$ cat src/hw/lpddr5_cache_pkg.sv
`default_nettype none

package lpddr5_cache_pkg;

  // ==================================================
  // Cache geometry.
  // ==================================================

  localparam int line_w  = 256;             // Data bits per line.
  localparam int index_w = 7;               // 128 lines.
  localparam int addr_w  = 27;              // Line address, not byte address.
  localparam int tag_w   = addr_w - index_w;

  typedef logic [line_w-1:0] line_t;

  // Low bits select the line, upper bits are kept in the tag RAM.
  typedef struct packed {
    logic [tag_w-1:0]   tag;
    logic [index_w-1:0] index;
  } line_addr_t;

  // ==================================================
  // Storage and transfer words.
  // ==================================================

  // Tag RAM word.
  typedef struct packed {
    logic             valid;
    logic             dirty;
    logic [tag_w-1:0] tag;
  } tag_entry_t;

  // Whole-line request, also the queue word.
  typedef struct packed {
    logic       is_write;
    line_addr_t addr;
    line_t      data;
  } cache_req_t;

  // Read response.
  typedef struct packed {
    line_addr_t addr;
    line_t      data;
  } cache_rsp_t;

  // Memory command. Reads carry zero data.
  typedef struct packed {
    logic       is_write;
    line_addr_t addr;
    line_t      data;
  } mem_cmd_t;

endpackage

`default_nettype wire

$ cat src/hw/lpddr5_tag_ram.sv
`timescale 1ns/1ps
`default_nettype none

module lpddr5_tag_ram (
  input  logic                                 clk,
  input  logic                                 rst,
  input  logic                                 rd_en,
  input  logic [lpddr5_cache_pkg::index_w-1:0] rd_index,
  output lpddr5_cache_pkg::tag_entry_t         rd_data,
  input  logic                                 wr_en,
  input  logic [lpddr5_cache_pkg::index_w-1:0] wr_index,
  input  lpddr5_cache_pkg::tag_entry_t         wr_data
);
  import lpddr5_cache_pkg::*;

  // Entries are invalidated by the controller's sweep after reset.
  tag_entry_t         entries [1 << index_w];
  logic [index_w-1:0] rd_index_q;

  assign rd_data = entries[rd_index_q];

  always_ff @(posedge clk) begin
    if (rst) begin
      rd_index_q <= '0;
    end else if (rd_en) begin
      rd_index_q <= rd_index;
    end
  end

  always_ff @(posedge clk) begin
    if (wr_en) begin
      entries[wr_index] <= wr_data;
    end
  end

endmodule

`default_nettype wire

$ cat config.mk
export PLATFORM = sky130hd
export DESIGN_NAME = lpddr5_tag_ram
export DESIGN_NICKNAME = d
export VERILOG_FILES = /design/src/hw/lpddr5_cache_pkg.sv /design/src/hw/lpddr5_tag_ram.sv
export SDC_FILE = /design/constraint.sdc
export NUM_CORES = 2
export LEC_CHECK = 0
export BUFFER_PORTS_ARGS = -buffer_cell sky130_fd_sc_hd__buf_2
export CORE_ASPECT_RATIO = 0.5
export CORE_MARGIN = 5
export CORE_UTILIZATION = 35
export CTS_BUF_LIST = sky130_fd_sc_hd__clkbuf_2
export DETAILED_ROUTE_END_ITERATION = 8
export MAX_ROUTING_LAYER = met4
export PLACE_DENSITY = 0.46
export RECOVER_POWER = 50
export SYNTH_ARGS = -nofsm -noshare
export SYNTH_HDL_FRONTEND = slang
export SYNTH_SLANG_ARGS = --single-unit
$ cat constraint.sdc
create_clock -name clk -period 10.6 [get_ports clk]
set_clock_uncertainty 0.05 [all_clocks]
set_input_delay 3.18 -clock clk [delete_from_list [all_inputs] [get_ports clk]]
set_output_delay 3.18 -clock clk [all_outputs]
set_load 0.05 [all_outputs]
### After elaboration in Yosys (flattened, before gate mapping)

Memory sizes are Yosys's and may differ from the RTL's. A register that Yosys moved wholly into a read port is not among the register bits.
Cells that the tools add are included.

* output and inout bits: 22
* input port bits: 40
* memories: 1
* RAM bits: 2816
* word-level logic and storage cells: 6
* flip-flop bits (word level): 7

* muxes and demuxes: 4

Memories
* entries: words 128, bits a word 22, read ports 1, clocked after memory_dff 1, write ports 1, RTL line lpddr5_tag_ram.sv:17 `tag_entry_t entries [1 << index_w];`

Operators by type and width (count)
* 7-bit two-way mux: 2
* 1-bit two-way mux: 2

### Longest topological paths before layout

* depth after elaboration: 2
* gate-level depth with buffers: 7
* mapped depth without buffers: 4

### Worst setup path before layout

OpenSTA, ideal clock, no wires.

* path type: reg-to-output
* start point: register with a tool-made name
* end point: output port rd_data[0] in the netlist's numbering
* required time: 7.370 ns
* cell stages (with the launch flop): 7
* arrival time: 2.941 ns
* path buffers: 2
* slack: 4.429 ns
* path through: dfxtp_1 -> clkbuf_1 -> clkbuf_1 -> mux4_2 -> mux4_2 -> mux4_2 -> mux2_2

RTL lines
* to (decl): RTL line lpddr5_tag_ram.sv:9 `output lpddr5_cache_pkg::tag_entry_t rd_data,`

==> impl_results.md <==
- Status: complete, but fails checks
- Failing checks: capacitance limit, slew limit
- Layout area overhead: 11.6%
- Pre-antenna DRT Iters: 5
- Die area: 319000 um2
- Reg2Reg Launch Point: rd_index_q[6]
- Via density: ~5.4
- Slew margin rel.: -1.97
- Post-route minimum period: 9210 ps
- Pre-CTS setup slack: between 3000 and 4000 ps
- Slew @ Worst Pin: about 4500 ps
- Synth top area cells: edfxtp_1, mux4_2, clkbuf_1
- Post-synthesis sequential area ratio: 0.788
- Final HPWL DP: between 150000 and 200000 um
- CTS Buf Count: 662
- Post-Syn Nets: 4222
- R2R depth: 2
- Count of final hold-check violations: 0
- Pins Over Slew Limit: 2900
- Post-synth top flop: edfxtp_1
- Residual DRC count: 0
- Largest family of logic cells by synthesized area: multiplexers
- Peak supply drop: slightly above 0.06 mV
- Final net count: around 4900
- # Post-CTS Setup Buffers: 0
- Cell count after synthesis: ~4200
- CTS Hold Bufs: 0
- Clk slew on worst S/H paths: roughly 130 ps
- Post-Layout Cell Count: around 9400
- IO buf count: between 60 and 70
- Hold Worst Slack: ~470 ps
- Worst EP arrival: between 5000 and 6000 ps
- Max-cap viol count: 46
- Yosys reg bits: roughly 2800
- Placer congestion estimate: 0.776
- Layout cells sized above 1: 0.425
- Vias in the first global route: about 53000
- Crit path launch type: flop
- Clock Path Buffers: 4
- Largest net degree at the start of global routing: 96
- Share of the synthesized area in the top cell type: 0.786
- Initial Util: 0.353
- Routed len/inst: 33.4 um
- # setup viols final: 0
- Filler instances: between 20000 and 30000
- Count leader, synth: edfxtp_1
- CP max FO: a little under 80
- Clock latency on the worst-skew pair: about 1700 ps
- Crit. End Element: output pin
- Die height: between 400 and 500 um
- I/O Pins: 62
- Post-CTS sizing: 0
- RSZ-0062 raised after global routing: no
- Pleak: 36.3 nW
- Hold WC Path Type: flop to flop
- Cell accounting for the most synthesized area: edfxtp_1
- Synth Area in Simple Gates: 0.00672
- First-pass GRT wire length: 431000 um
- # rows: between 100 and 150
- Required time of the critical path: approximately 7400 ps
- PwrDens: 173 nW/um2
- Mapped Area: between 100000 and 150000 um2
- Fin worst setup slack: about 1400 ps
- Tcrit/Tclk final: 0.868
- Most common cell on crit path: mux4_2
- EDFF count, synth: 2816
- Slowest cell on crit path: dfxtp_4
- Root buffer cell: clkbuf_2
- CP Cell Sequence: buf_12 -> mux4_2 -> mux4_2 -> mux4_2 -> mux2_2 -> buf_2
- XOR/XNOR share of the synthesized area: 0
- Clock sink count: roughly 2800
- Placed instance count: ~8300
- Worst setup endpoint: rd_data[18]
- Post-synthesis compound-gate area fraction: 0
- Total Routed Length: about 320000 um
- Pwr Total: 0.0208 W
- Post-synth ARST share: 0
- Setup TNS: 0 ps
- Placeable Area: 305000 um2
- Post-Synth Adder-Cell Area: 0
- Count of cell types in the netlist: 17
- Post-synth top cells: edfxtp_1, mux4_2, clkbuf_1, nor2_1, buf_2
- GRT Residual Overflow: 0
- Mux cell area share after synthesis: 0.196
- R2R Setup Slk: 9890 ps
- CTS tree: done
- Vias: about 51000
- Synth warnings: 0
- Remaining antenna violation count: 0
- Max stage delay on crit path: a little over 900 ps
- Fmax achieved: between 0.1 and 0.15 GHz
- All-Layer GR Usage: 0.201
- Initial antenna violation count: 67
- Die X: ~790 um
- Post-Syn Area per Cell: about 26 um2
- CTS H-tree depth: 6
- Critical path class: flop to output pin
- Initial drt markers: 5894
==> power by group <==
| group | switching [W] | leakage [nW] | internal [W] | total (W) |
|---|---|---|---|---|
| sequential | 0.0000344 | 25.4 | 0.0124 | 0.0124 |
| clock | 0.00431 | 4.50 | 0.00272 | 0.00703 |
| combinational | 0.000877 | 6.37 | 0.000478 | 0.00135 |
==> cell usage in the layout (no fill, tap or decap), types with 5 or more instances in the layout <==
cell	instances
clkbuf_1	48
mux2_2	22
nor2_4	45
nor2b_1	7
buf_2	37
clkinv_2	5
nand2_1	14
edfxtp_1	2816
nor2_1	16
buf_12	19
clkinv_1	140
inv_2	15
nor2_2	68
buf_4	136
bufinv_16	13
dfxtp_1	8
mux4_2	924
diode_2	32
nor3_2	6
dfxtp_4	5
mux2i_1	7
nand3_1	8
clkbuf_2	964
==> worst min-delay path by stage <==
stage / start / end / depth (start not counted)
after floorplan: rd_index_q[0] / flop / 2
after global placement: rd_index_q[4] / flop / 2
after detailed placement: rd_index_q[5] / rd_index_q[5] / 2
after CTS: rd_index_q[1] / flop / 2
after global routing: rd_index_q[1] / flop / 2
final: rd_index_q[2] / flop / 2
==> registers in the layout, indices dropped and copies added, names as in the netlist, named ones only <==
name and cells:
entries 2816, rd_index_q 7
==> through the flow <==
| step | util | area, um2 |
|---|---|---|
| after global placement | 0.375 | 114000 |
| after global routing | 0.394 | 120000 |
| after floorplan | - | 108000 |
| after CTS | 0.394 | 120000 |
| after detailed placement | 0.375 | 114000 |
| final | 0.394 | 120000 |
==> routing by layer <==
| metal | up-vias | share of wire | global-route usage |
|---|---|---|---|
| met2 | 2264 | 0.46 | 0.300 |
| met1 | 28300 | 0.44 | 0.283 |
| met3 | 444 | 0.079 | 0.0437 |
| met4 | 0 | 0.018 | 0.0460 |
| met5 | - | 0 | - |
| li1 | 20200 | - | - |
==> critical path, delay by kind of cell (launching register included) <==
kind / cells / cell delay, ps
buffers and inverters: 2 / 630
DFF: 1 / 920
muxes: 4 / 2300
==> layout make-up <==
type                       count  area, um2  area share
sequential                  2830      84900       0.707
multi-input combinational   1130      22400       0.187
tap                         4060       5080      0.0423
clock buffer                 964       4820      0.0402
timing repair buffer         240       1770      0.0147
clock inverter               178       1040     0.00863
antenna                       32       80.1    0.000667
==> logic make-up after synthesis <==
family / count (synthesis)
flops: 2830
mux: 953
buf+inv: 222
simple gates: 177
Power figures use the tool's default switching activity.
