## src/hw/lpddr5_cache_pkg.sv

```systemverilog
`default_nettype none

package lpddr5_cache_pkg;

  // ==================================================
  // Cache geometry.
  // ==================================================

  localparam int line_w  = 256;             // Data bits per line.
  localparam int index_w = 7;               // 128 lines.
  localparam int addr_w  = 27;              // Line address, not byte address.
  localparam int tag_w   = addr_w - index_w;

  typedef logic [line_w-1:0] line_t;

  // Low bits select the line, upper bits are kept in the tag RAM.
  typedef struct packed {
    logic [tag_w-1:0]   tag;
    logic [index_w-1:0] index;
  } line_addr_t;

  // ==================================================
  // Storage and transfer words.
  // ==================================================

  // Tag RAM word.
  typedef struct packed {
    logic             valid;
    logic             dirty;
    logic [tag_w-1:0] tag;
  } tag_entry_t;

  // Whole-line request, also the queue word.
  typedef struct packed {
    logic       is_write;
    line_addr_t addr;
    line_t      data;
  } cache_req_t;

  // Read response.
  typedef struct packed {
    line_addr_t addr;
    line_t      data;
  } cache_rsp_t;

  // Memory command. Reads carry zero data.
  typedef struct packed {
    logic       is_write;
    line_addr_t addr;
    line_t      data;
  } mem_cmd_t;

endpackage

`default_nettype wire

```

## src/hw/lpddr5_req_queue.sv

```systemverilog
`timescale 1ns/1ps
`default_nettype none

module lpddr5_req_queue #(
  parameter int depth_log2 = 4
) (
  input  logic                         clk,
  input  logic                         rst,
  input  logic                         push,
  input  lpddr5_cache_pkg::cache_req_t push_data,
  input  logic                         pop,
  output lpddr5_cache_pkg::cache_req_t head,
  output logic                         empty,
  output logic                         stall
);
  import lpddr5_cache_pkg::*;

  localparam int depth = 1 << depth_log2;
  localparam logic [depth_log2:0] stall_level = (depth_log2 + 1)'(depth - 1);

  cache_req_t            store [depth];
  logic [depth_log2-1:0] wr_ptr;
  logic [depth_log2-1:0] rd_ptr;
  logic [depth_log2:0]   count;  // One bit wider to hold a full queue.

  assign head  = store[rd_ptr];
  assign empty = (count == '0);

  always_ff @(posedge clk) begin
    if (push) begin
      store[wr_ptr] <= push_data;
    end
  end

  // ==================================================
  // Pointers, occupancy and stall.
  // ==================================================

  always_ff @(posedge clk) begin
    if (rst) begin
      wr_ptr <= '0;
      rd_ptr <= '0;
      count  <= '0;
      stall  <= 1'b0;
    end else begin
      if (push) begin
        wr_ptr <= wr_ptr + 1'b1;  // Wraps at the power-of-two depth.
      end
      if (pop) begin
        rd_ptr <= rd_ptr + 1'b1;
      end

      case ({push, pop})
        2'b10:   count <= count + 1'b1;
        2'b01:   count <= count - 1'b1;
        default: count <= count;  // Idle, or push and pop together.
      endcase

      // Lags the count by one cycle, so one late push still fits.
      stall <= (count >= stall_level);
    end
  end

endmodule

`default_nettype wire

```

## config.mk

```make
export PLATFORM = sky130hd
export DESIGN_NAME = lpddr5_req_queue
export DESIGN_NICKNAME = d
export VERILOG_FILES = /design/src/hw/lpddr5_cache_pkg.sv /design/src/hw/lpddr5_req_queue.sv
export SDC_FILE = /design/constraint.sdc
export NUM_CORES = 2
export LEC_CHECK = 0
export BUFFER_PORTS_ARGS = -buffer_cell sky130_fd_sc_hd__buf_2
export CORE_MARGIN = 4
export CORE_UTILIZATION = 25
export CTS_BUF_LIST = sky130_fd_sc_hd__clkbuf_8
export CTS_CLUSTER_DIAMETER = 120
export DETAILED_ROUTE_END_ITERATION = 8
export HOLD_SLACK_MARGIN = 0.03
export PLACE_DENSITY = 0.46
export SLEW_MARGIN = 5
export SYNTH_ARGS = -nofsm -noshare
export SYNTH_HDL_FRONTEND = slang
export SYNTH_MEMORY_MAX_BITS = 65536
export SYNTH_SLANG_ARGS = --single-unit
```

## constraint.sdc

```tcl
create_clock -name clk -period 25 [get_ports clk]
set_clock_uncertainty 0.2 [all_clocks]
set_input_delay 5 -clock clk [delete_from_list [all_inputs] [get_ports clk]]
set_output_delay 5 -clock clk [all_outputs]
set_load 0.02 [all_outputs]
```

# Word-level counts from Yosys, hierarchy flattened

Memories as Yosys holds them, arrays and structs flattened. A register that Yosys moved wholly into a read port is not among the register bits.
Cells that the tools add are included.

Multipliers: 0
Equal/unequal tests: 2
Order comparisons: 1
Div/mod/pow operators: 0
Shift-type cells: 0
Add/sub/neg operators: 4
Mux-type cells: 5
Bitwise operators: 0
Reduce and logical (&&, ||, !) cells: 2

Operator list:

| cell                  | number |
|---|---|
| $pmux W5 S2           | 1 |
| $add A4 B1 Y4 const B | 2 |
| $mux W4               | 2 |
| $add A5 B1 Y5 const B | 1 |
| $ge A5 B4 Y1 const B  | 1 |
| $logic_not A5 Y1      | 1 |
| $sub A5 B1 Y5 const B | 1 |
| $eq A2 B1 Y1 const B  | 1 |
| $eq A2 B2 Y1 const B  | 1 |
| $mux W1               | 2 |
| $reduce_bool A2 Y1    | 1 |

Memory bits (writable): 4,544
Output and inout bits: 286
Input port bits: 288
Memories: 1
Bits in registers: 14
Bits in latches: 0
ROM bits: 0

Memories:

| name  | words | bits a word | rd ports | clocked after Yosys merged registers in | write ports | line                   | source |
|---|---|---|---|---|---|---|---|
| store | 16    | 284         | 1        | 1                                       | 1           | lpddr5_req_queue.sv:21 | `cache_req_t store [depth];` |

# Longest topological paths before layout

Depth after elaboration: 3
Mapped depth: 10
Mapped depth without buffers: 8

# Worst setup path after synthesis

Ideal clock, no wire load.

Path type: in2reg
Start point: input port push
End point: memory store[10][0] (netlist name) (enable)
Data arrival time: 12.120 ns
Stages: 4
Slack: 12.000 ns
Setup time: 0.680 ns
Cell sequence: clkbuf_1 inv_1 nor3b_1 and2_1

Word-level cells in the longest chain between the ends: 2

Ends and longest elaborated chain:

| what                          | line                   | source |
|---|---|---|
| from (decl)                   | lpddr5_req_queue.sv:9  | `input logic push,` |
| $mux W1                       | lpddr5_req_queue.sv:30 | `if (push) begin` |
| $mux W1 (not written as such) | lpddr5_req_queue.sv:31 | `store[wr_ptr] <= push_data;` |
| to (decl)                     | lpddr5_req_queue.sv:21 |  |

No other way between the ends.

==> results.yml <==
global_route:
  grt_first_pass_wirelength_um: 674000
  grt_antenna_before_repair: 164
  grt_usage: 0.134
  grt_pass1_vias: 87600
  overflow: 0
  grt_max_degree: 136
timing:
  worst_slew_pin_slew_ps: 1190
  fin_crit_ps: 12400
  fin_hold_ws_ps: 356
  rsz0062_at_grt: "no"
  fmax_mhz: 80.6
  hold_violations: 0
  tns_ps: 0
  setup_violations: 0
  finalMaxSlewViolations: 0
  slew_headroom: 0.209
  finalCritPeriodShare: 0.496
clock_network:
  postCtsSetupBuffers: 0
  cts.sinks: 4562
  cts-buffers-inserted: 765
  cts.clk_slew.worst_paths_ps: 60
  root_buffer: "clkbuf_8"
  cts_tree: "built"
  cts.htree.levels: 6
  clk_path_buf_depth: 4
  cts_hold_buf: 0
  clk_latency_ps: 1190
  ctsResizeCount: 0
yosys:
  synth_edf_count: 4544
  syn_inst: 7043
  async_flop_share: 0
  ys_ff_latch: 4562
  synthFlopType: "edfxtp_1"
  ys_seq_area_frac: 0.805
  synth_nets: 7340
  post_synth_num_cell_types: 38
  netlist_area_mm2: 0.170
  ys_warn_count: 0
  syn_avg_cell_area_um2: 24.1
final_layout:
  layout.nets: 8478
  drive_above_1_share: 0.325
  nFillCells: 65800
  syn2layout_area_growth_pct: 16.7
floorplanning:
  rows: 302
  die_h_um: 833
  ios: 574
  die-area_mm2: 0.693
  die_width_um: 833
  initial_utilization: 0.251
  core_area_mm2: 0.677
run:
  maxCapViolCount: 0
setup_path:
  r2r_slack_ps: 19280
  path_cells: "buf_12 > buf_4 > buf_4 > buf_4 > buf_4 > mux4_2 > a22oi_1 > nand2_1 > buf_2"
  reg2regPathDepth: 7
  path_max_fanout: 86
  worstPathArrival_ps: 7200
  worstPathRequired_ps: 19800
  cp_num_buf_inv: 6
  reg2reg_to: "store[14][216]$_DFFE_PP_"
  cp-end-kind: "output port"
  crit_family: "buffers and inverters"
  cpMostUsedCell: "buf_4"
  crit_slowest_cell: "buf_4"
  cp_slowest_stage_delay_ps: 820
  criticalPathCategory: "reg -> out"
  r2r_start: "wr_ptr[2]$_SDFFE_PP0P_"
  cp-start-kind: "flop"
min_path:
  worstHoldStart: "rd_ptr[2]$_SDFFE_PP0P_"
  hp-class: "reg -> reg"
  worstHoldPathCells: 2
  holdPathEnd: "rd_ptr[2]$_SDFFE_PP0P_"
place:
  globalplace.congestion: 0.709
  io_buffers: 573
  hpwl_um: 252000
power:
  power_frac_seq: 0.537
  total_power_w: 0.0159
  p_clk_frac: 0.390
  ir_drop_v: 0.0000536
  combPwrFrac: 0.074
  powerDensity_mw_per_mm2: 80.2
  p_switching_w: 0.00384
  intPower_w: 0.0121
  swShare: 0.241
  p_leak_nw: 61.3
route:
  dr.pass1.iters: 8
  routed_wl_um: 482000
  viasPerCell: 4.57
  vias: 81300
  first_iter_violations: 6824
  drtAntennaViolNets: 0
  drc: 0
  wire_per_inst_um: 27.1
outcome:
  status: "completed"
## per-layer routing
| layer | track usage | up-vias | wire length [um] |
|---|---|---|---|
| met3 | 0.0315 | 907 | 31600 |
| met2 | 0.231 | 2506 | 240000 |
| met4 | 0.0319 | 100 | 11200 |
| met1 | 0.172 | 44800 | 198000 |
| met5 | 0 | - | 649 |
| li1 | - | 33000 | - |
## placed cells by master (no fill, tap or decap), drive strengths merged, types with 3 or more instances in the layout
| master | instances |
|---|---|
| a22oi | 352 |
| o21ai | 3 |
| mux4 | 1136 |
| o22ai | 216 |
| dfxtp | 18 |
| diode | 50 |
| edfxtp | 4544 |
| mux2i | 3 |
| bufinv | 20 |
| xnor2 | 3 |
| nand2 | 184 |
| nor2 | 125 |
| nand4 | 5 |
| ha | 9 |
| nand2b | 6 |
| and2 | 17 |
| nor2b | 3 |
| clkinv | 290 |
| clkinvlp | 8 |
| xor2 | 6 |
| clkbuf | 767 |
| buf | 758 |
| inv | 299 |
## area by class of cell
type	instances	area, um^2	area share
Antenna cell	50	125	0.000631
Clock buffer	767	10600	0.0532
Clock inverter	613	3720	0.0187
Inverter	4	15.0	0.0000757
Multi-Input combinational cell	2090	31400	0.158
Sequential cell	4562	137000	0.690
Tap cell	8968	11200	0.0565
Timing Repair Buffer	758	4530	0.0228
## logic make-up (layout without fill, tap and decap cells)
group	after synthesis	in the layout	synth area share
buffers and inverters	391	2142	0.0111
AND/OR/NAND/NOR	355	355	0.00858
XOR/XNOR	9	9	0.000464
other	0	50	0
multiplexers	1139	1139	0.151
flip-flops	4562	4562	0.805
adder cells (fa/ha/maj)	9	9	0.000662
AO/OA/AOI/OAI	578	578	0.0239
## cells in the mapped netlist, types with 4 or more instances
cell type  number  share of area
edfxtp_1     4544           0.80
mux4_2       1136           0.15
a22oi_1       352          0.016
o22ai_1       216         0.0079
nand2_1       184         0.0041
clkbuf_1      160         0.0035
nor2_1        125         0.0028
buf_2         119         0.0035
buf_4          70         0.0031
buf_1          38        0.00084
dfxtp_1        18         0.0021
and2_1         17        0.00063
ha_1            9        0.00066
nand2b_1        6        0.00022
xor2_1          6        0.00031
nand4_1         5        0.00018
inv_1           4       0.000088
## how the worst max path moves through the flow
stage                             endpoint  cells after the start  slack [ps]  start
finish                           head[264]                      9       12600   flop
CTS                              head[150]                      9       12120   flop
detailed placement               head[150]                      9       13590   flop
global placement                 head[159]                      9       13650   flop
floorplan           store[10][0]$_DFFE_PP_                      4       12000   push
global route                     head[150]                      9       11670   flop
## registers in the layout, indices dropped and copies added (netlist names), named ones only
register / flops
count: 5
rd_ptr: 4
stall: 1
store: 4544
wr_ptr: 4
## power groups by stage
stage | registers, W | logic, W | clock network, W
after floorplan | 0.00872 | 0.000728 | 0
after global placement | 0.00870 | 0.00119 | 0
after detailed placement | 0.00870 | 0.00121 | 0
after CTS | 0.00854 | 0.00121 | 0.00642
after global routing | 0.00854 | 0.00127 | 0.00680
final | 0.00854 | 0.00117 | 0.00620
## worst reg2reg max path, stage by stage, from the launching register on
cell and delay [ps]:
dfxtp_1 420, and3_1 270, and2_4 670, buf_4 720, buf_4 670, buf_4 760, buf_4 670, buf_4 890
## metrics by stage
stage | cells | setup slack [ps] | instance area (um^2) | util
after floorplan | 7043 | 12000 | 170000 | -
after global routing | 17800 | 11670 | 198000 | 0.293
after CTS | 17800 | 12120 | 198000 | 0.293
after detailed placement | 16400 | 13590 | 184000 | 0.272
final | 17800 | 12600 | 198000 | 0.293
after global placement | 16400 | 13650 | 184000 | 0.272
Note: power is estimated with default switching activity, not from simulation.
