**config.mk**
```make
export PLATFORM = sky130hd
export DESIGN_NAME = lpddr5_cache_ctrl
export DESIGN_NICKNAME = d
export VERILOG_FILES = /design/src/hw/lpddr5_cache_pkg.sv /design/src/hw/lpddr5_cache_ctrl.sv
export SDC_FILE = /design/constraint.sdc
export NUM_CORES = 1
export LEC_CHECK = 0
export BUFFER_PORTS_ARGS = -buffer_cell sky130_fd_sc_hd__buf_2
export CAP_MARGIN = 20
export CORE_AREA = 2 2 668 670
export CTS_CLUSTER_DIAMETER = 80
export CTS_CLUSTER_SIZE = 30
export DETAILED_ROUTE_END_ITERATION = 8
export DIE_AREA = 0 0 670 672
export GPL_TIMING_DRIVEN = 0
export HOLD_SLACK_MARGIN = 0.12
export SYNTH_ARGS = -nofsm -noshare
export SYNTH_HDL_FRONTEND = slang
export SYNTH_SLANG_ARGS = --single-unit
```
**constraint.sdc**
```tcl
create_clock -name clk -period 185.2 [get_ports clk]
set_input_delay 46.3 -clock clk [delete_from_list [all_inputs] [get_ports clk]]
set_output_delay 46.3 -clock clk [all_outputs]
set_load 0.02 [all_outputs]
```
**src/hw/lpddr5_cache_pkg.sv**
```systemverilog
`default_nettype none

package lpddr5_cache_pkg;

  // ==================================================
  // Cache geometry.
  // ==================================================

  localparam int line_w  = 256;             // Data bits per line.
  localparam int index_w = 7;               // 128 lines.
  localparam int addr_w  = 27;              // Line address, not byte address.
  localparam int tag_w   = addr_w - index_w;

  typedef logic [line_w-1:0] line_t;

  // Low bits select the line, upper bits are kept in the tag RAM.
  typedef struct packed {
    logic [tag_w-1:0]   tag;
    logic [index_w-1:0] index;
  } line_addr_t;

  // ==================================================
  // Storage and transfer words.
  // ==================================================

  // Tag RAM word.
  typedef struct packed {
    logic             valid;
    logic             dirty;
    logic [tag_w-1:0] tag;
  } tag_entry_t;

  // Whole-line request, also the queue word.
  typedef struct packed {
    logic       is_write;
    line_addr_t addr;
    line_t      data;
  } cache_req_t;

  // Read response.
  typedef struct packed {
    line_addr_t addr;
    line_t      data;
  } cache_rsp_t;

  // Memory command. Reads carry zero data.
  typedef struct packed {
    logic       is_write;
    line_addr_t addr;
    line_t      data;
  } mem_cmd_t;

endpackage

`default_nettype wire

```
**src/hw/lpddr5_cache_ctrl.sv**
```systemverilog
`timescale 1ns/1ps
`default_nettype none

module lpddr5_cache_ctrl (
  input  logic                                 clk,
  input  logic                                 rst,
  input  logic                                 q_empty,
  input  lpddr5_cache_pkg::cache_req_t         q_head,
  output logic                                 q_pop,
  output logic                                 tag_rd_en,
  output logic [lpddr5_cache_pkg::index_w-1:0] tag_rd_index,
  input  lpddr5_cache_pkg::tag_entry_t         tag_rd_data,
  output logic                                 tag_wr_en,
  output logic [lpddr5_cache_pkg::index_w-1:0] tag_wr_index,
  output lpddr5_cache_pkg::tag_entry_t         tag_wr_data,
  output logic                                 dat_rd_en,
  output logic [lpddr5_cache_pkg::index_w-1:0] dat_rd_index,
  input  lpddr5_cache_pkg::line_t              dat_rd_data,
  output logic                                 dat_wr_en,
  output logic [lpddr5_cache_pkg::index_w-1:0] dat_wr_index,
  output lpddr5_cache_pkg::line_t              dat_wr_data,
  output logic                                 mem_cmd_en,
  output lpddr5_cache_pkg::mem_cmd_t           mem_cmd,
  input  logic                                 mem_rd_en,
  input  lpddr5_cache_pkg::line_t              mem_rd_data,
  output logic                                 rsp_en,
  output lpddr5_cache_pkg::cache_rsp_t         rsp
);
  import lpddr5_cache_pkg::*;

  typedef enum logic [2:0] {
    s_clear,
    s_idle,
    s_lookup,
    s_compare,
    s_wb,
    s_fill,
    s_finish
  } state_t;

  state_t             state;
  logic [index_w-1:0] clr_index;
  cache_req_t         req_q;         // Request being served.
  line_t              line_q;        // Hit line or fill data.
  logic               hit_q;
  logic               hit;
  logic               dirty_victim;
  logic               install;
  line_addr_t         victim_addr;

  assign hit          = tag_rd_data.valid && (tag_rd_data.tag == req_q.addr.tag);
  assign dirty_victim = tag_rd_data.valid && tag_rd_data.dirty;
  assign install      = (state == s_finish) && (req_q.is_write || !hit_q);

  assign victim_addr.tag   = tag_rd_data.tag;
  assign victim_addr.index = req_q.addr.index;

  // ==================================================
  // Queue, RAM and response strobes.
  // ==================================================

  assign q_pop = (state == s_idle) && !q_empty;

  // Tag and data are always read together.
  assign tag_rd_en    = (state == s_lookup);
  assign dat_rd_en    = (state == s_lookup);
  assign tag_rd_index = req_q.addr.index;
  assign dat_rd_index = req_q.addr.index;

  assign tag_wr_en    = (state == s_clear) || install;
  assign tag_wr_index = (state == s_clear) ? clr_index : req_q.addr.index;

  always_comb begin
    tag_wr_data = '0;  // Invalid entry for the sweep.
    if (state != s_clear) begin
      tag_wr_data.valid = 1'b1;
      tag_wr_data.dirty = req_q.is_write;  // Fills go in clean.
      tag_wr_data.tag   = req_q.addr.tag;
    end
  end

  assign dat_wr_en    = install;
  assign dat_wr_index = req_q.addr.index;
  assign dat_wr_data  = req_q.is_write ? req_q.data : line_q;

  assign rsp_en    = (state == s_finish) && !req_q.is_write;
  assign rsp.addr  = req_q.addr;
  assign rsp.data  = line_q;

  // ==================================================
  // State machine.
  // ==================================================

  always_ff @(posedge clk) begin
    if (rst) begin
      state      <= s_clear;
      clr_index  <= '0;
      mem_cmd_en <= 1'b0;
    end else begin
      mem_cmd_en <= 1'b0;
      case (state)
        s_clear: begin
          clr_index <= clr_index + 1'b1;
          if (&clr_index) begin
            state <= s_idle;  // Last entry written this cycle.
          end
        end
        s_idle: begin
          if (!q_empty) begin
            state <= s_lookup;
          end
        end
        s_lookup: state <= s_compare;
        s_compare: begin
          if (hit) begin
            state <= s_finish;
          end else if (dirty_victim) begin
            mem_cmd_en <= 1'b1;  // Victim goes out first.
            state      <= s_wb;
          end else if (!req_q.is_write) begin
            mem_cmd_en <= 1'b1;
            state      <= s_fill;
          end else begin
            state <= s_finish;   // Write miss needs no fill.
          end
        end
        s_wb: begin
          if (req_q.is_write) begin
            state <= s_finish;
          end else begin
            mem_cmd_en <= 1'b1;
            state      <= s_fill;
          end
        end
        s_fill: begin
          if (mem_rd_en) begin
            state <= s_finish;
          end
        end
        s_finish: state <= s_idle;
        default:  state <= s_idle;
      endcase
    end
  end

  // Payload registers.
  always_ff @(posedge clk) begin
    if (q_pop) begin
      req_q <= q_head;
    end

    if (state == s_compare) begin
      line_q           <= dat_rd_data;
      hit_q            <= hit;
      mem_cmd.is_write <= dirty_victim;
      mem_cmd.addr     <= dirty_victim ? victim_addr : req_q.addr;
      mem_cmd.data     <= dirty_victim ? dat_rd_data : '0;
    end

    if (state == s_wb) begin
      mem_cmd.is_write <= 1'b0;  // Read for the new line.
      mem_cmd.addr     <= req_q.addr;
      mem_cmd.data     <= '0;
    end

    if ((state == s_fill) && mem_rd_en) begin
      line_q <= mem_rd_data;
    end
  end

endmodule

`default_nettype wire

```
**Yosys cells after proc, flatten, opt, wreduce, memory -nomap -nowiden**

Index checks and enable logic that the tools add are counted.

- Bits in registers: 836
- Bits in latches: 0
- Bits in writable memories: 0
- Memory bits (read-only): 0
- Input port bits: 822
- Word-level logic and storage cells: 61
- Memories kept: 0

- Add/sub/neg operators: 1
- Multiply operators: 0
- Divide/modulo/power cells: 0
- Magnitude comparators: 0
- Eq/ne operators: 10
- Shifts and indexed selects: 0
- Multiplexer cells: 20
- Bitwise operators: 0
- Reductions and logical operators: 17

Operator list:

| operator | number |
|---|---|
| 256-bit 2-to-1 mux | 4 |
| 283-bit 2-to-1 mux | 2 |
| 27-bit 2-to-1 mux | 1 |
| 22-bit 2-to-1 mux | 1 |
| 20-bit equality test | 1 |
| 3-bit one-hot mux with 6 select lines | 1 |
| 3-bit equality test, second input constant | 3 |
| 3-bit 2-to-1 mux | 3 |
| 7-bit by 1-bit adder with 7-bit output, second input constant | 1 |
| 7-bit 2-to-1 mux | 1 |
| 7-bit AND reduction | 1 |
| 3-bit by 2-bit equality test with 1-bit output, second input constant | 2 |
| 1-bit logical AND | 6 |
| 2-bit 2-to-1 mux | 3 |
| 2-bit != test, second input constant | 2 |
| 2-bit nonzero test | 2 |
| 3-bit by 1-bit equality test with 1-bit output, second input constant | 1 |
| 1-bit logical NOT | 3 |
| 3-bit logical NOT | 1 |
| 1-bit 2-to-1 mux | 3 |
| 3-bit AND reduction | 1 |
| 3-bit nonzero test | 1 |
| 1-bit logical OR | 2 |
| 2-bit by 1-bit != test with 1-bit output, second input constant | 1 |
| 1-bit one-hot mux with 2 select lines | 1 |

**Depth between registers and ports, before layout**

- Depth in word-level cells: 4
- Gate-level depth with buffers: 8
- Depth with buffers taken out: 6

**Worst setup path after synthesis**

Ideal clock, no wire load.

- Path kind: input-to-output
- Start: input q_empty
- End: output q_pop
- Arrival time: 76.217 ns
- Required time: 138.900 ns
- Slack: 62.683 ns
- Stages on the path: 1
- Path buffers: 0
- Cells stage by stage: nor4b_1

- Word-level cells in the longest chain between the ends: 2

Ends and longest elaborated chain:

| what | RTL line | RTL |
|---|---|---|
| from (decl) | lpddr5_cache_ctrl.sv:7 | `input logic q_empty,` |
| 1-bit logical NOT | - |  |
| 1-bit logical AND | lpddr5_cache_ctrl.sv:62 | `assign q_pop = (state == s_idle) && !q_empty;` |
| to (decl) | lpddr5_cache_ctrl.sv:9 | `output logic q_pop,` |

No other way between the ends.

**Final worst setup path**

Same ends and word-level chain as after synthesis.

==> impl_metrics.yaml <==
sta:
  timing.final.crit_share_pct: 50.8
  slew_headroom_pct: 32.8
  holdWs_ns: 0.463
  final.setup_skew_ns: 0.0513
  tightest_slew_ns: 1.01
  worst_slack_ns: 91.06
  rsz0062_at_grt: "no"
  tns_ns: 0
  finalHoldViolCount: 0
  maxSlewViolCount: 0
  fmax_ghz: 0.0106
  setup_violations: 0
  period_needed_ns: 94.14
critical_path:
  slowest_delay_ns: 0.70
  cp.required_ns: 138.90
  crit_chain: "buf_2 > nor4b_2 > buf_4 > buf_4 > buf_2"
  cp_data_arrival_time_ns: 47.84
  slowest_stage: "nor4b_2"
  path_class: "in2out"
  worstPathMaxFanout: 6
  end_kind: "output pin"
  reg2reg_from: "state[0]"
  critPathLaunchType: "input pin"
  cp-startpoint: "q_empty"
run_status:
  status: "completed"
global_route:
  grt_overflow: 0
  grt_pass1_vias: 26600
  grt_antenna_before_repair: 271
  grt_start_max_net_pins: 55
  grt_pass1_wl_um: 414000
  grt_usage_pct: 15.1
routing:
  ant_nets: 0
  vias: 28500
  via_per_inst: 2.88
  drtPass1Iterations: 5
  drc: 0
  wire_per_inst_um: 35.9
  drtIter0Drc: 2922
  routed_wl_um: 355000
power_and_ir_drop:
  p_clk_share_pct: 48.8
  combPwrFrac_pct: 5.9
  peakVddDrop_uv: 7.04
  swShare_pct: 28.2
  power.density_nw_per_um2: 8.44
  leakage_nw: 20.8
  p_int_w: 0.000321
  p_seq_share_pct: 45.3
  p_sw_w: 0.000126
clock_network:
  clockBufferDepth: 4
  htree_num_levels: 3
  cts_made_buffers: 89
  cts_tree: "done"
  path_clk_slew_ns: 0.09
  clk_latency_ns: 0.83
  post-cts-setup-buffer-count: 0
  cts_resized: 0
  clock-sinks: 836
  cts_hold_buf: 0
  root_buffer: "clkbuf_16"
logic_synthesis:
  async_flop_share_pct: 0
  synth-seq-area-share_pct: 68.6
  yosysWarningCount: 0
  ys_types: 41
  syn_area_um2: 32700
  syn_avg_cell_area_um2: 16.8
  ys_ff_latch: 836
  synth_ff_type: "edfxtp_1"
  syn_inst: 1944
  synth_edf_count: 568
  synth_fp_nets: 2767
die:
  ios: 1702
  die_y_um: 672
  coreArea_um2: 444000
  num_rows: 245
  start_util_pct: 7.37
  die_area_um2: 450000
  die_x_um: 670
worst_hold_path:
  min_from: "mem_cmd[283]"
  hp-class: "reg2reg"
placement:
  io_buffers: 1701
  dp_hpwl_um: 320000
  post-place-ws_ns: 90.96
  gp_congestion: 1.00
layout:
  layout_commonest_cell: "buf_2"
  utilization_pct: 11.9
  syn_to_final_growth_pct: 62.2
  final_cell_mix: "buf_2, edfxtp_1, mux2_2"
  drive_gt1_share_pct: 67.7
  nNetsFinal: 4620
flow_run:
  max_cap_viol_count: 0
-- cells in the mapped netlist, types with 3 or more instances --
cell type  instances  share of area (%)
buf_4             55                1.3
buf_2             89                1.4
mux2_2           512                 18
inv_2              3              0.034
inv_1              3              0.034
nand2_1           28               0.32
nor3_1             4              0.061
xor2_1            23               0.62
buf_6             24               0.83
xnor2_1            3              0.080
dfxtp_1          268                 16
a22o_1           276                7.4
edfxtp_1         568                 52
clkbuf_1           7              0.080
and2_1            28               0.54
nor4_1             4              0.077
a21oi_1            6              0.092
nor2_1            11               0.13
nand3_1            4              0.061
-- path summary, 6_finish.rpt --
check | slack [ns] | cells past startpoint | endpoint
min reg2reg | 0.46 | 1 | mem_cmd[283]
max reg2reg | 180.53 | 17 | req_q[215]
max | 91.06 | 5 | q_pop
min | 0.46 | 1 | mem_cmd[283]
-- sequential cells by signal, indices dropped and copies added, names as in the netlist --
name / count
mem_cmd_en: 1
clr_index: 7
line_q: 256
req_q: 257
dat_rd_index: 7
hit_q: 1
state: 3
mem_cmd: 284
rsp: 20
-- layer usage --
layer	routed length (um)	vias up	part of all wire, %	track usage [%]
met4	18600	158	5.2	6.19
li1	-	11300	-	-
met2	166000	2234	47	25.2
met3	52200	755	15	9.18
met1	118000	14000	33	15.2
met5	1140	-	0.32	0.149
-- cell type report --
class	count	area [um2]
clock inverter	65	1170
inverter	6	22.5
antenna	97	243
tap	5928	7420
clock buffer	96	2350
fill	50500	391000
multi-input combinational	927	9090
sequential	836	22400
buffer	175	1160
timing repair buffer	1762	9120
-- kinds of logic (layout without fill, tap and decap cells) --
| logic type | count (synthesis) | count (layout) | synth area share [%] |
|---|---|---|---|
| fa+ha+maj | 1 | 1 | 0.0383 |
| buf+inv | 181 | 2104 | 3.60 |
| flops | 836 | 836 | 68.6 |
| mux | 512 | 512 | 17.6 |
| other cells | 0 | 97 | 0 |
| xor+xnor | 26 | 26 | 0.697 |
| compound gates | 293 | 293 | 7.74 |
| simple gates | 95 | 95 | 1.66 |
-- power groups by stage --
| stage | clock network (W) | logic (W) | registers (W) |
|---|---|---|---|
| finish | 0.000218 | 0.0000264 | 0.000203 |
| global route | 0.000231 | 0.0000277 | 0.000203 |
| CTS | 0.000227 | 0.0000267 | 0.000203 |
| detailed placement | 0 | 0.0000266 | 0.000207 |
| global placement | 0 | 0.0000264 | 0.000207 |
| floorplan | 0 | 0.00000478 | 0.000210 |
-- critical path: cells and delay by family --
family                 cells  cell delay, ns
buffers and inverters      4            0.83
AND/OR/NAND/NOR            1            0.70
-- through the flow --
step / total power, W / std cells / cell area (um2)
6_report: 0.000447 / 9892 / 53000
5_1_grt: 0.000461 / 9844 / 52900
4_1_cts: 0.000456 / 9795 / 52700
3_5_place_dp: 0.000233 / 9634 / 49200
3_3_place_gp: 0.000233 / 9573 / 48600
2_1_floorplan: 0.000214 / 1944 / 32700
No activity file was read; power rests on OpenSTA's default activity.
